--- config.mk ---
export PLATFORM = sky130hd
export DESIGN_NAME = adv7513_config
export DESIGN_NICKNAME = d
export VERILOG_FILES = /design/src/hdl/adv7513_pkg.sv /design/src/hdl/adv7513_config.sv /design/src/hdl/adv7513_init_rom.sv /design/src/hdl/adv7513_sequencer.sv /design/src/hdl/i2c_master.sv
export SDC_FILE = /design/constraint.sdc
export NUM_CORES = 1
export LEC_CHECK = 0
export BUFFER_PORTS_ARGS = -buffer_cell sky130_fd_sc_hd__buf_2
export CAP_MARGIN = 40
export CORE_MARGIN = 5
export CORE_UTILIZATION = 30
export DETAILED_ROUTE_END_ITERATION = 8
export GPL_ROUTABILITY_DRIVEN = 0
export PLACE_DENSITY = 0.53
export SYNTH_ARGS = -nofsm -noshare
export SYNTH_HDL_FRONTEND = slang
export SYNTH_SLANG_ARGS = --single-unit
export TNS_END_PERCENT = 10
--- constraint.sdc ---
create_clock -name clk -period 2.6 [get_ports clk]
set_input_delay 0.26 -clock clk [delete_from_list [all_inputs] [get_ports clk]]
set_output_delay 0.26 -clock clk [all_outputs]
set_load 0.03 [all_outputs]
--- src/hdl/adv7513_pkg.sv ---
package adv7513_pkg;

    // 7-bit I2C address of the transmitter without the R/W bit
    localparam logic [6:0] chip_addr = 7'h39;

    // status register holding the PLL lock flag
    localparam logic [7:0] reg_pll_status = 8'h9e;
    localparam int pll_lock_bit = 4;

    // register write table
    localparam int init_len = 26;
    localparam int index_width = 5;
    localparam logic [index_width-1:0] last_index = index_width'(init_len - 1);

    // clock cycles per quarter SCL period kept small for short simulations
    localparam int quarter_bit_clocks = 4;
    localparam int tick_width = $clog2(quarter_bit_clocks);
    localparam logic [tick_width-1:0] tick_max = tick_width'(quarter_bit_clocks - 1);

    // sequencer states
    localparam logic [1:0] seq_issue = 2'd0;
    localparam logic [1:0] seq_wait  = 2'd1;
    localparam logic [1:0] seq_check = 2'd2;
    localparam logic [1:0] seq_idle  = 2'd3;

    // I2C engine states with one per kind of SCL period
    localparam logic [1:0] i2c_idle  = 2'd0;
    localparam logic [1:0] i2c_start = 2'd1;
    localparam logic [1:0] i2c_data  = 2'd2;
    localparam logic [1:0] i2c_stop  = 2'd3;

endpackage

--- src/hdl/adv7513_config.sv ---
`timescale 1ns/1ps

module adv7513_config (
    input  logic       clk,
    input  logic       reset,
    input  logic       hdmi_int,
    input  logic       sda_in,
    output logic       scl_drive_low,
    output logic       sda_drive_low,
    output logic       ready,
    output logic [7:0] pll_error_count
);

    logic [adv7513_pkg::index_width-1:0] index;
    logic [7:0]                          rom_reg_addr;
    logic [7:0]                          rom_value;
    logic                                req;
    logic                                is_read;
    logic [7:0]                          reg_addr;
    logic [7:0]                          wr_data;
    logic                                done;
    logic                                ack_error;
    logic [7:0]                          rd_data;

    adv7513_sequencer u_sequencer (
        .clk             (clk),
        .reset           (reset),
        .hdmi_int        (hdmi_int),
        .index           (index),
        .rom_reg_addr    (rom_reg_addr),
        .rom_value       (rom_value),
        .req             (req),
        .is_read         (is_read),
        .reg_addr        (reg_addr),
        .wr_data         (wr_data),
        .done            (done),
        .ack_error       (ack_error),
        .rd_data         (rd_data),
        .ready           (ready),
        .pll_error_count (pll_error_count)
    );

    adv7513_init_rom u_init_rom (
        .index    (index),
        .reg_addr (rom_reg_addr),
        .value    (rom_value)
    );

    i2c_master u_i2c_master (
        .clk           (clk),
        .reset         (reset),
        .req           (req),
        .is_read       (is_read),
        .reg_addr      (reg_addr),
        .wr_data       (wr_data),
        .sda_in        (sda_in),
        .done          (done),
        .ack_error     (ack_error),
        .rd_data       (rd_data),
        .scl_drive_low (scl_drive_low),
        .sda_drive_low (sda_drive_low)
    );

endmodule

--- src/hdl/adv7513_init_rom.sv ---
`timescale 1ns/1ps

module adv7513_init_rom (
    input  logic [adv7513_pkg::index_width-1:0] index,
    output logic [7:0]                          reg_addr,
    output logic [7:0]                          value
);

    // one entry is {register address, value}
    logic [15:0] entry;

    assign reg_addr = entry[15:8];
    assign value    = entry[7:0];

    always_comb begin
        case (index)
            // all circuits powered up, sync adjustment off
            5'd0:  entry = {8'h41, 8'h10};
            // fixed registers from the programming guide
            5'd1:  entry = {8'h98, 8'h03};
            5'd2:  entry = {8'h9a, 8'he0};
            5'd3:  entry = {8'h9c, 8'h30};
            5'd4:  entry = {8'h9d, 8'h01};
            5'd5:  entry = {8'ha2, 8'ha4};
            5'd6:  entry = {8'ha3, 8'ha4};
            5'd7:  entry = {8'he0, 8'hd0};
            5'd8:  entry = {8'hf9, 8'h00};
            // I2S at 44.1 kHz, 24 bit RGB 4:4:4 input with separate syncs
            5'd9:  entry = {8'h15, 8'h00};
            // sync polarity pass through, 4:3 aspect, DE generator off
            5'd10: entry = {8'h17, 8'h00};
            // 4:4:4 output, 8 bit colour depth
            5'd11: entry = {8'h16, 8'h30};
            5'd12: entry = {8'h55, 8'h00}; // RGB in AVI InfoFrame
            5'd13: entry = {8'h18, 8'h46}; // colour space converter off
            // HDMI mode, HDCP off
            5'd14: entry = {8'haf, 8'h06};
            5'd15: entry = {8'hba, 8'h60};
            // audio from I2S, automatic CTS, MCLK ratio 128 x fs
            5'd16: entry = {8'h0a, 8'h00};
            // N value 0x01880 for 44.1 kHz
            5'd17: entry = {8'h01, 8'h00};
            5'd18: entry = {8'h02, 8'h18};
            5'd19: entry = {8'h03, 8'h80};
            // SPDIF off, MCLK generated inside the chip
            5'd20: entry = {8'h0b, 8'h0e};
            // I2S0 only, right justified, 16 bit samples
            5'd21: entry = {8'h0c, 8'h05};
            5'd22: entry = {8'h0d, 8'h10};
            // HPD and monitor sense interrupts on, then clear any pending
            5'd23: entry = {8'h94, 8'hc0};
            5'd24: entry = {8'h96, 8'hc0};
            // manual VIC unavailable
            5'd25: entry = {8'h3c, 8'h00};
            default: entry = 16'h0000;
        endcase
    end

endmodule

--- src/hdl/adv7513_sequencer.sv ---
`timescale 1ns/1ps

module adv7513_sequencer (
    input  logic                                clk,
    input  logic                                reset,
    input  logic                                hdmi_int,
    output logic [adv7513_pkg::index_width-1:0] index,
    input  logic [7:0]                          rom_reg_addr,
    input  logic [7:0]                          rom_value,
    output logic                                req,
    output logic                                is_read,
    output logic [7:0]                          reg_addr,
    output logic [7:0]                          wr_data,
    input  logic                                done,
    input  logic                                ack_error,
    input  logic [7:0]                          rd_data,
    output logic                                ready,
    output logic [7:0]                          pll_error_count
);

    logic [1:0] state;

    always_ff @(posedge clk) begin
        if (!reset) begin
            state           <= adv7513_pkg::seq_issue;
            index           <= '0;
            req             <= 1'b0;
            is_read         <= 1'b0;
            ready           <= 1'b0;
            pll_error_count <= 8'd0;
        end else begin
            // request is a single cycle pulse
            req <= 1'b0;
            case (state)
                adv7513_pkg::seq_issue: begin
                    req     <= 1'b1;
                    is_read <= 1'b0;
                    state   <= adv7513_pkg::seq_wait;
                end
                // lock status read after the last table write
                adv7513_pkg::seq_check: begin
                    req     <= 1'b1;
                    is_read <= 1'b1;
                    state   <= adv7513_pkg::seq_wait;
                end
                adv7513_pkg::seq_wait: begin
                    if (done) begin
                        if (ack_error) begin
                            // same transaction again with the table position kept
                            state <= is_read ? adv7513_pkg::seq_check : adv7513_pkg::seq_issue;
                        end else if (is_read) begin
                            index <= '0;
                            if (rd_data[adv7513_pkg::pll_lock_bit]) begin
                                ready <= 1'b1;
                                state <= adv7513_pkg::seq_idle;
                            end else begin
                                pll_error_count <= pll_error_count + 8'd1;
                                state           <= adv7513_pkg::seq_issue;
                            end
                        end else if (index == adv7513_pkg::last_index) begin
                            state <= adv7513_pkg::seq_check;
                        end else begin
                            index <= index + adv7513_pkg::index_width'(1);
                            state <= adv7513_pkg::seq_issue;
                        end
                    end
                end
                default: begin
                    // interrupt from the chip such as hot plug needs a full rerun
                    if (!hdmi_int) begin
                        ready <= 1'b0;
                        state <= adv7513_pkg::seq_issue;
                    end
                end
            endcase
        end
    end

    // transaction fields latched with the request
    always_ff @(posedge clk) begin
        if (state == adv7513_pkg::seq_issue) begin
            reg_addr <= rom_reg_addr;
            wr_data  <= rom_value;
        end else if (state == adv7513_pkg::seq_check) begin
            reg_addr <= adv7513_pkg::reg_pll_status;
        end
    end

endmodule

--- src/hdl/i2c_master.sv ---
`timescale 1ns/1ps

module i2c_master (
    input  logic       clk,
    input  logic       reset,
    input  logic       req,
    input  logic       is_read,
    input  logic [7:0] reg_addr,
    input  logic [7:0] wr_data,
    input  logic       sda_in,
    output logic       done,
    output logic       ack_error,
    output logic [7:0] rd_data,
    output logic       scl_drive_low,
    output logic       sda_drive_low
);

    logic [1:0]                         state;
    logic [adv7513_pkg::tick_width-1:0] tick_count;
    logic                               tick;
    logic                               period_end;
    logic [1:0]                         quarter;
    logic [3:0]                         bit_count;
    logic [1:0]                         byte_count;
    logic [1:0]                         byte_sel;
    logic [7:0]                         next_byte;
    logic [7:0]                         shift;
    logic                               sda_sample;
    logic                               receiving;
    logic                               scl_low_next;
    logic                               sda_low_next;

    assign tick       = (tick_count == adv7513_pkg::tick_max);
    assign period_end = tick && (quarter == 2'd3);
    // byte 3 only exists in a read and carries the register data
    assign receiving  = (byte_count == 2'd3);

    // byte to load when the next data period starts
    always_comb begin
        byte_sel = (state == adv7513_pkg::i2c_data) ? byte_count + 2'd1 : byte_count;
        case (byte_sel)
            2'd0: next_byte = {adv7513_pkg::chip_addr, 1'b0};
            2'd1: next_byte = reg_addr;
            2'd2: next_byte = is_read ? {adv7513_pkg::chip_addr, 1'b1} : wr_data;
            default: next_byte = 8'hff;
        endcase
    end

    // line levels per quarter with SCL high in quarters 1 and 2
    always_comb begin
        scl_low_next = 1'b0;
        sda_low_next = 1'b0;
        case (state)
            adv7513_pkg::i2c_start: begin
                // repeated start begins with SCL still low
                scl_low_next = (quarter == 2'd3) || (quarter == 2'd0 && byte_count != 2'd0);
                sda_low_next = quarter[1];
            end
            adv7513_pkg::i2c_data: begin
                scl_low_next = (quarter == 2'd0) || (quarter == 2'd3);
                sda_low_next = (bit_count != 4'd8) && !receiving && !shift[7];
            end
            adv7513_pkg::i2c_stop: begin
                scl_low_next = (quarter == 2'd0);
                sda_low_next = !quarter[1];
            end
            default: ;
        endcase
    end

    always_ff @(posedge clk) begin
        if (!reset) begin
            state         <= adv7513_pkg::i2c_idle;
            tick_count    <= '0;
            quarter       <= 2'd0;
            bit_count     <= 4'd0;
            byte_count    <= 2'd0;
            done          <= 1'b0;
            ack_error     <= 1'b0;
            scl_drive_low <= 1'b0;
            sda_drive_low <= 1'b0;
        end else begin
            done          <= 1'b0;
            scl_drive_low <= scl_low_next;
            sda_drive_low <= sda_low_next;
            if (state == adv7513_pkg::i2c_idle) begin
                tick_count <= '0;
                quarter    <= 2'd0;
                if (req) begin
                    byte_count <= 2'd0;
                    ack_error  <= 1'b0;
                    state      <= adv7513_pkg::i2c_start;
                end
            end else begin
                tick_count <= tick ? '0 : tick_count + adv7513_pkg::tick_width'(1);
                if (tick) begin
                    quarter <= quarter + 2'd1;
                end
            end
            if (period_end) begin
                case (state)
                    adv7513_pkg::i2c_start: begin
                        bit_count <= 4'd0;
                        state     <= adv7513_pkg::i2c_data;
                    end
                    adv7513_pkg::i2c_data: begin
                        if (bit_count != 4'd8) begin
                            bit_count <= bit_count + 4'd1;
                        end else if (!receiving && sda_sample) begin
                            // no ACK from the slave
                            ack_error <= 1'b1;
                            state     <= adv7513_pkg::i2c_stop;
                        end else if (receiving || (byte_count == 2'd2 && !is_read)) begin
                            state <= adv7513_pkg::i2c_stop;
                        end else if (byte_count == 2'd1 && is_read) begin
                            byte_count <= 2'd2;
                            state      <= adv7513_pkg::i2c_start;
                        end else begin
                            byte_count <= byte_count + 2'd1;
                            bit_count  <= 4'd0;
                        end
                    end
                    default: begin
                        done  <= 1'b1;
                        state <= adv7513_pkg::i2c_idle;
                    end
                endcase
            end
        end
    end

    // serial data path
    always_ff @(posedge clk) begin
        if (tick && quarter == 2'd2) begin
            sda_sample <= sda_in;
        end
        if (period_end) begin
            if (state == adv7513_pkg::i2c_start) begin
                shift <= next_byte;
            end else if (state == adv7513_pkg::i2c_data) begin
                if (bit_count != 4'd8) begin
                    shift <= {shift[6:0], sda_sample};
                end else if (receiving) begin
                    rd_data <= shift;
                end else begin
                    shift <= next_byte;
                end
            end
        end
    end

endmodule

==> metrics.cfg, run 1 <==
[global_routing]
grt_use_met3_pct = 3.50
met1_usage_pct = 16.4
grt-busiest-layer = met2
overflow = 0
grt.total_usage_pct = 12.2
antenna_found_initial = 0
grt_use_met2_pct = 19.2
grt_pass1_vias = 2959
grt_max_degree = 26
grt_pass1_wl_um = 14800

[cts]
hold_buffers = 0
clk_path_buf_depth = 2
cts_tree = yes
clk_pin_slew_ns = 0.06
cts_buffers = 9
clkSinkCount = 76
insertion_delay_ns = 0.33
cts-root-buf = clkbuf_16
htree_levels = 3

[place]
numPortBuffers = 14
dp_hpwl_um = 6430
place_area_mm2 = 0.00424
dp_cells = 602

[power]
p_per_area_mw_per_mm2 = 552
ir_drop_uv = 281
p_leak_nw = 1.75

[final_layout]
final_common_cell = dfxtp_1
antenna_cells = 0
drive_gt1_share_pct = 17.1
layout_common_cells = dfxtp_1, nor2_1, nand2_1
postLayoutCellArea_mm2 = 0.00457
syn_to_final_growth_pct = 17.2
layoutNonFillerInstCount = 621
nets = 472

[yosys]
synth_edf_count = 26
ys_types = 65
netlist_instances = 417
synth_simple_gate_area_share_pct = 21.4
avgSynthCellArea_um2 = 9.35
yosysSeqAreaShare_pct = 45.7
synthXorXnorAreaFrac_pct = 2.05
synth.area.mux_share_pct = 1.86
ys_seq_elements = 76
yosys_warnings = 0
synthArstFlopShare_pct = 0
synth-compound-area-share_pct = 17.2
synth_fp_nets = 445
synth_top_family_by_area = simple AND/OR/NAND/NOR gates
ys.flop_type = dfxtp_1
synth_fa_ha_area_share_pct = 7.70
netlist_area_mm2 = 0.00390

[min_path]
hp-start = sda_in
min_to = u_i2c_master.sda_sample$_DFFE_PP_
worstHoldPathCells = 1
hp-class = input port to flop

[sta]
skew_ns = 0.00606
finalSetupTns_ns = 0
period_share_pct = 92.9
period_needed_ns = 2.42
worst_slew_pin_slew_ns = 0.711
relSlewSlack_pct = 52.4
max_freq_mhz = 414
hold_viol = 0
setup_viol = 0
hold_ws_ns = 0.113
final-max-slew-violation-count = 0
rsz0062_at_grt = true

[routing]
num_vias = 3037
first_pass_iters = 4
via_per_inst = 4.89
antenna_left = 0
post_drt_wl_per_cell_um = 14.0
drc = 0
drtIter0Drc = 128
routed_wl_um = 8690

[worst_setup_path]
endpoint_kind = flop
crit_type = flop to flop
path_cells = inv_1, ha_2, and4b_1, nor3_2, o211ai_1, ha_1, nor2_1, a21oi_1, a31oi_1, a211oi_1
cp.arrival_ns = 2.66
crit_path_start_kind = flop
worstRegToRegCells = 10
cp_max_fo = 6
cp_slowest_cell = o211ai_1
path_buf_inv = 1
r2r-start = u_sequencer.index[1]$_SDFFE_PN0N_
r2r-end = u_init_rom.entry[8]$_DFF_P_
worst_ep_required_time_ns = 2.84
r2r_slack_ns = 0.18
max_stage_delay_ns = 0.50
path_delay_family = compound AO/OA/AOI/OAI gates

[floorplan]
die_w_um = 124
rows = 41
ios = 15
core_area_mm2 = 0.0127
die_y_um = 124
die-area_mm2 = 0.0154
initial_utilization_pct = 30.8

[run]
maxCapViolCount = 0

[run_status]
status = complete, no violations

-- Yosys cell counts, drive strengths merged, types with 5 or more instances --
library cell  number  area, µm²
a21o               5       37.5
a21oi             23        115
a31oi             14       87.6
and2               8       52.6
buf                7       40.0
clkbuf            12       45.0
dfxtp             50       1000
edfxtp            26        781
ha                24        300
inv               18       67.6
mux2i              5       50.1
nand2             37        139
nand3             16       80.1
nor2              46        173
nor3              10       50.1
nor3b              6       50.1
o21ai             20        104
o22ai              8       50.1
or3                8       50.1
-- area by class of cell --
cell class	instances	area, µm²
Clock buffer	9	225
Clock inverter	7	66.3
Fill cell	1315	8100
Inverter	20	76.3
Multi-Input combinational cell	302	1980
Sequential cell	76	1780
Tap cell	172	215
Timing Repair Buffer	35	228
-- repair_timing --
action | in CTS | in global routing
endpoints found under the setup margin | 0 | 9
resized for setup | 0 | 10
buffers inserted | 0 | 3
-- worst max path at each step --
stage,depth (start not counted),slack (ns),startpoint,to
after floorplan,12,0.08,u_sequencer.index[0]$_SDFFE_PN0N_,u_init_rom.entry[12]$_DFF_P_
after global placement,13,0.20,u_sequencer.index[1]$_SDFFE_PN0N_,u_init_rom.entry[13]$_DFF_P_
after detailed placement,11,0.14,u_sequencer.index[1]$_SDFFE_PN0N_,u_init_rom.entry[11]$_DFF_P_
after CTS,9,0.12,u_sequencer.index[1]$_SDFFE_PN0N_,u_init_rom.entry[9]$_DFF_P_
after global routing,10,-0.006,u_sequencer.index[1]$_SDFFE_PN0N_,u_init_rom.entry[8]$_DFF_P_
final,10,0.18,u_sequencer.index[1]$_SDFFE_PN0N_,u_init_rom.entry[8]$_DFF_P_
-- routing by layer --
layer | routed length (µm) | vias up
li1 | - | 1572
met1 | 4150 | 1398
met2 | 4070 | 55
met3 | 347 | 12
met4 | 112 | 0
met5 | 0 | -
-- flip-flops by register name, indices dropped and copies added, names as in the netlist --
| register | count |
|---|---|
| u_sequencer.index | 5 |
| u_i2c_master.state | 2 |
| u_init_rom.entry | 16 |
| u_i2c_master.tick_count | 2 |
| u_i2c_master.shift | 8 |
| u_sequencer.state | 2 |
| u_sequencer.is_read | 1 |
| u_sequencer.pll_error_count | 8 |
| u_i2c_master.sda_sample | 1 |
| u_sequencer.wr_data | 8 |
| u_i2c_master.byte_count | 2 |
| u_i2c_master.scl_drive_low | 1 |
| u_i2c_master.quarter | 2 |
| u_i2c_master.rd_data | 1 |
| u_i2c_master.sda_drive_low | 1 |
| u_i2c_master.bit_count | 4 |
| u_i2c_master.ack_error | 1 |
| u_sequencer.ready | 1 |
| u_sequencer.reg_addr | 8 |
| u_i2c_master.done | 1 |
| u_sequencer.req | 1 |
-- power by group --
group          internal, W  switching [W]  total [W]  leakage [nW]
Clock             0.000737       0.000478    0.00121         0.137
Combinational    0.0000176      0.0000396  0.0000572         0.965
Sequential         0.00124     0.00000583    0.00125         0.652
-- per-stage QoR --
| stage | utilization [%] | setup slack, ns | total power, W |
|---|---|---|---|
| 2_1_floorplan | - | 0.0784 | 0.00131 |
| 3_3_place_gp | 33.4 | 0.195 | 0.00133 |
| 3_5_place_dp | 33.4 | 0.140 | 0.00133 |
| 4_1_cts | 35.7 | 0.116 | 0.00256 |
| 5_1_grt | 36.1 | -0.00649 | 0.00263 |
| 6_report | 36.1 | 0.184 | 0.00252 |
-- cell families (layout without fill, tap and decap cells) --
logic type,Yosys count,in the layout
compound gates,102,102
xor+xnor,7,7
buf+inv,39,71
mux,7,7
fa+ha+maj,24,24
flops,76,76
simple gates,162,162
Note: power is estimated with default switching activity, not from simulation.
==> run 2, diff against run 1 <==
Settings changed: RECOVER_POWER set to 25.
==> run 2 against run 1 <==
Compared with the run above:
- largest cell class unchanged
- largest power group unchanged
- clock power about the same
- first-iteration DRC count grew 3.1%
- utilization fell by 0.059 points
==> metrics.cfg, run 2 (synthesized netlist as in run 1, its figures left out) <==
[final_layout]
syn_to_final_growth_pct = 17.0  ; was 17.2%
layoutNonFillerInstCount = 621  ; unchanged
final_common_cell = dfxtp_1  ; unchanged
drive_gt1_share_pct = 16.3  ; was 17.1%
layout_common_cells = dfxtp_1, nor2_1, nand2_1  ; unchanged
largest_register_ffs = 16  ; unchanged
fillers = 1318  ; was 1,315
antenna_cells = 0  ; unchanged
nets = 472  ; unchanged

[routing]
num_vias = 3028  ; was 3,037
antenna_left = 0  ; unchanged
routed_wl_um = 8710  ; was 8690 µm
drtIter0Drc = 132  ; was 128
drc = 0  ; unchanged
post_drt_wl_per_cell_um = 14.0  ; about the same
via_per_inst = 4.88  ; was 4.89
first_pass_iters = 4  ; unchanged

[cts]
cts_buffers = 9  ; unchanged
clkSinkCount = 76  ; unchanged
htree_levels = 3  ; unchanged
clk_pin_slew_ns = 0.06  ; about the same
cts_tree = yes  ; unchanged
insertion_delay_ns = 0.33  ; about the same
cts-root-buf = clkbuf_16  ; unchanged
clk_path_buf_depth = 2  ; unchanged

[worst_setup_path]
worst_ep_required_time_ns = 2.84  ; about the same
crit_type = flop to flop  ; unchanged
endpoint_kind = flop  ; unchanged
r2r_slack_ns = 0.19  ; was 0.18 ns
max_stage_delay_ns = 0.34  ; was 0.50 ns
cpMostUsedCell = o211ai_1
path_cells = inv_1, ha_2, nand4b_1, o211ai_1, o211ai_1, buf_4, ha_1, nor2b_1, a31o_2, a221oi_2  ; was inv_1, ha_2, and4b_1, nor3_2, o211ai_1, ha_1, nor2_1, a21oi_1, a31oi_1, a211oi_1
cp_max_fo = 6  ; unchanged
path_buf_inv = 2  ; was 1
crit_path_start_kind = flop  ; unchanged
path_delay_family = compound AO/OA/AOI/OAI gates  ; unchanged
cp_slowest_cell = dfxtp_2  ; was o211ai_1
cp.arrival_ns = 2.65  ; was 2.66 ns

[floorplan]
rows = 41  ; unchanged
initial_utilization_pct = 30.8  ; unchanged
die_w_um = 124  ; unchanged
core_area_mm2 = 0.0127  ; unchanged
die-area_mm2 = 0.0154  ; unchanged
ios = 15  ; unchanged
die_y_um = 124  ; unchanged

[place]
dp_hpwl_um = 6430  ; unchanged
numPortBuffers = 14  ; unchanged
post-place-ws_ns = 0.140  ; unchanged
dp_cells = 602  ; unchanged

[sta]
fin_ws_ns = 0.192  ; was 0.184 ns
worst_slew_pin_slew_ns = 0.729  ; was 0.711 ns
skew_ns = 0.00606  ; about the same
rsz0062_at_grt = true  ; unchanged
setup_viol = 0  ; unchanged
hold_viol = 0  ; unchanged
max_freq_mhz = 415  ; was 414 MHz
relSlewSlack_pct = 51.2  ; was 52.4%
period_needed_ns = 2.41  ; was 2.42 ns
final-max-slew-violation-count = 0  ; unchanged
hold_ws_ns = 0.113  ; about the same
period_share_pct = 92.6  ; was 92.9%

[power]
p_per_area_mw_per_mm2 = 552  ; about the same
total_power_w = 0.00252  ; about the same
ir_drop_uv = 293  ; was 281 µV
p_leak_nw = 1.74  ; was 1.75 nW

[global_routing]
grt_pass1_vias = 2959  ; unchanged
grt_pass1_wl_um = 14800  ; unchanged
grt_max_degree = 26  ; unchanged
grt.total_usage_pct = 12.2  ; unchanged
overflow = 0  ; unchanged
antenna_found_initial = 0  ; unchanged

[min_path]
hp-class = input port to flop  ; unchanged

[run_status]
status = complete, no violations  ; unchanged

[run]
maxCapViolCount = 0  ; unchanged

[run 2: changes by cell type in the layout (fill, tap and decap cells not counted), sizes merged]
cell,delta
buf,-4
clkbuf,+4
[run 2: stage by stage]
stage,setup TNS (ns),instance area (µm²),utilization (%)
after floorplan,0,3900,-
after global placement,0,4240,33.4
after detailed placement,0,4240,33.4
after CTS,0,4530,35.7
after global routing,-0.00649,4560,36.0
final,0,4560,36.0
[run 2: repair_timing]
action,CTS,global route
setup endpoints to repair,0,9
gates resized for setup,0,10
setup buffers,0,3
hold buffers,0,0
[run 2: path summary, 6_finish.rpt]
path | from | end | depth (start not counted)
setup / recovery | u_sequencer.index[1]$_SDFFE_PN0N_ | u_init_rom.entry[11]$_DFF_P_ | 10
hold / removal | sda_in | u_i2c_master.sda_sample$_DFFE_PP_ | 1
setup reg to reg | u_sequencer.index[1]$_SDFFE_PN0N_ | u_init_rom.entry[11]$_DFF_P_ | 10
hold reg to reg | u_init_rom.entry[3]$_SDFF_PP0_ | u_sequencer.wr_data[3]$_DFFE_PN_ | 0
[run 2: area by class of cell]
class                      count  area [µm²]  area share (%)
timing repair buffer          35         220            4.83
clock inverter                 7        66.3            1.45
multi-input combinational    302        1980            43.3
sequential                    76        1780            39.1
clock buffer                   9         225            4.94
inverter                      20        76.3            1.67
tap                          172         215            4.72
[run 2: layer usage]
layer  up-vias  global-route usage, %  routed length, µm
li1       1570                      -                  -
met3         9                   3.50                381
met4         0                   3.15                 99
met2        51                   19.2               4050
met1      1398                   16.4               4170
met5         -                      0                  0
[run 2: worst register-to-register path, cell delays in order, from the launching register on]
cell and delay, ns:
dfxtp_2 0.34, inv_1 0.08, ha_2 0.19, nand4b_1 0.15, o211ai_1 0.26, o211ai_1 0.29
buf_4 0.23, ha_1 0.23, nor2b_1 0.15, a31o_2 0.23, a221oi_2 0.17
[run 2: power breakdown]
| part | switching [W] | internal, W | leakage [nW] |
|---|---|---|---|
| Sequential | 0.00000582 | 0.00124 | 0.652 |
| Clock | 0.000478 | 0.000737 | 0.137 |
| Combinational | 0.0000395 | 0.0000169 | 0.947 |
| Total | 0.000523 | 0.00200 | 1.74 |
==> run 3, diff against run 2 <==
Settings changed: RECOVER_POWER 25 to 50.
==> run 3 against run 2 <==
Compared with the run above:
- sequential power barely moved
- sequential share of layout area rose by 0.12 points
- final cell count did not move
- cell area fell by 0.30%
- clock power barely moved
- fmax fell by 0.27%
- clock-buffer cell count did not move
- non-clock buffer count did not move
- critical path type unchanged
==> metrics.cfg, run 3 (synthesized netlist as in run 1, its figures left out) <==
[sta]
worst_slew_pin_slew_ns = 0.729  ; about the same
relSlewSlack_pct = 51.2  ; about the same
final-max-slew-violation-count = 0  ; unchanged
period_needed_ns = 2.41  ; about the same
skew_ns = 0.00506  ; was 0.00606 ns
rsz0062_at_grt = true  ; unchanged
period_share_pct = 92.9  ; was 92.6%
setup_viol = 0  ; unchanged
max_freq_mhz = 414  ; was 415 MHz
hold_viol = 0  ; unchanged

[routing]
antenna_left = 0  ; unchanged
drc = 0  ; unchanged
via_per_inst = 4.95  ; was 4.88
first_pass_iters = 4  ; unchanged
num_vias = 3072  ; was 3,028
routed_wl_um = 8740  ; was 8710 µm
drtIter0Drc = 131  ; was 132
post_drt_wl_per_cell_um = 14.1  ; was 14.0 µm

[power]
p_int_w = 0.00200  ; about the same
pwr-share-clk_pct = 48.2  ; about the same
combPwrFrac_pct = 2.2  ; about the same
seq_power_share_pct = 49.6  ; was 49.5%
p_leak_nw = 1.70  ; was 1.74 nW
ir_drop_uv = 294  ; was 293 µV
netSwitchingFraction_pct = 20.8  ; about the same
p_per_area_mw_per_mm2 = 554  ; was 552 mW/mm²
switchingPower_w = 0.000523  ; about the same

[global_routing]
antenna_found_initial = 0  ; unchanged
overflow = 0  ; unchanged
grt_pass1_wl_um = 14800  ; unchanged
grt_max_degree = 26  ; unchanged
grt_pass1_vias = 2959  ; unchanged
grt.total_usage_pct = 12.2  ; unchanged

[final_layout]
multi_input_area_mm2 = 0.00198  ; unchanged
layout_common_cells = dfxtp_1, nor2_1, nand2_1  ; unchanged
syn_to_final_growth_pct = 16.7  ; was 17.0%
nets = 472  ; unchanged
postLayoutCellArea_mm2 = 0.00455  ; was 0.00456 mm²
final_util_pct = 35.9  ; was 36.0%
antenna_cells = 0  ; unchanged
fillers = 1323  ; was 1,318
regArea_mm2 = 0.00178  ; unchanged
largest_register_ffs = 16  ; unchanged
final_common_cell = dfxtp_1  ; unchanged
drive_gt1_share_pct = 14.3  ; was 16.3%

[cts]
clk_pin_slew_ns = 0.06  ; about the same
insertion_delay_ns = 0.33  ; about the same
cts_tree = yes  ; unchanged
htree_levels = 3  ; unchanged
clkSinkCount = 76  ; unchanged
cts_buffers = 9  ; unchanged
clk_path_buf_depth = 2  ; unchanged
cts-root-buf = clkbuf_16  ; unchanged

[worst_setup_path]
crit_type = flop to flop  ; unchanged
path_delay_family = compound AO/OA/AOI/OAI gates  ; unchanged
cp_slowest_cell = o211ai_1  ; was dfxtp_2
cpMostUsedCell = ha_2  ; was o211ai_1
cp.arrival_ns = 2.66  ; was 2.65 ns
path_cells = inv_1, ha_2, and4b_1, nor3_2, o211ai_1, ha_2, buf_4, o221ai_1, a221oi_2  ; was inv_1, ha_2, nand4b_1, o211ai_1, o211ai_1, buf_4, ha_1, nor2b_1, a31o_2, a221oi_2
max_stage_delay_ns = 0.50  ; was 0.34 ns
endpoint_kind = flop  ; unchanged
crit_path_start_kind = flop  ; unchanged
cp_max_fo = 7  ; was 6
path_buf_inv = 2  ; unchanged
worst_ep_required_time_ns = 2.84  ; about the same

[run_status]
status = complete, no violations  ; unchanged

[min_path]
hp-class = input port to flop  ; unchanged

[floorplan]
core_area_mm2 = 0.0127  ; unchanged
initial_utilization_pct = 30.8  ; unchanged
die-area_mm2 = 0.0154  ; unchanged
die_y_um = 124  ; unchanged
rows = 41  ; unchanged
ios = 15  ; unchanged
die_w_um = 124  ; unchanged

[place]
dp_hpwl_um = 6430  ; unchanged
numPortBuffers = 14  ; unchanged
place_area_mm2 = 0.00424  ; unchanged

[run]
maxCapViolCount = 0  ; unchanged

## run 3: per-stage QoR
step                 TNS, ns  worst slack (ns)  power (W)  hold slack, ns  instances
floorplan                  0            0.0784    0.00131           0.359        417
global placement           0             0.195    0.00133           0.389        602
detailed placement         0             0.140    0.00133           0.389        602
CTS                        0             0.116    0.00256           0.101        618
global route        -0.00649          -0.00649    0.00263          0.0928        621
finish                     0             0.186    0.00252           0.111        621
## run 3: layout make-up
| type | count | share of cell area [%] |
|---|---|---|
| multi-input cells | 302 | 43.5 |
| flip-flops and latches | 76 | 39.2 |
| clock buffers | 9 | 4.95 |
| well taps | 172 | 4.73 |
| repair buffers | 35 | 4.54 |
| inverters | 20 | 1.68 |
| clock inverters | 7 | 1.46 |
## run 3: routing by layer
layer	up-vias	share of wire, %	GRT usage [%]
li1	1568	-	-
met1	1427	48	16.4
met2	64	47	19.2
met3	13	4.1	3.50
met4	0	1.2	3.15
met5	-	0	0
## run 3: power by group through the flow
stage / logic [W] / clock network [W] / registers [W]
after floorplan: 0.0000396 / 0 / 0.00127
after global placement: 0.0000572 / 0 / 0.00127
after detailed placement: 0.0000579 / 0 / 0.00127
after CTS: 0.0000583 / 0.00126 / 0.00125
after global routing: 0.0000648 / 0.00131 / 0.00125
final: 0.0000567 / 0.00121 / 0.00125
## run 3: path summary, 6_finish.rpt
path | to | cells past startpoint | slack (ns) | start
worst max-delay path | u_init_rom.entry[11]$_DFF_P_ | 9 | 0.19 | u_sequencer.index[1]$_SDFFE_PN0N_
worst min register to register | u_sequencer.wr_data[3]$_DFFE_PN_ | 0 | 0.40 | u_init_rom.entry[3]$_SDFF_PP0_
worst max register to register | u_init_rom.entry[11]$_DFF_P_ | 9 | 0.19 | u_sequencer.index[1]$_SDFFE_PN0N_
worst min-delay path | u_i2c_master.sda_sample$_DFFE_PP_ | 1 | 0.11 | sda_in
## run 3: repair_timing
item,in CTS,in global routing
buffers inserted,0,3
resized for setup,0,10
hold buffers,0,0
setup endpoints to repair,0,9
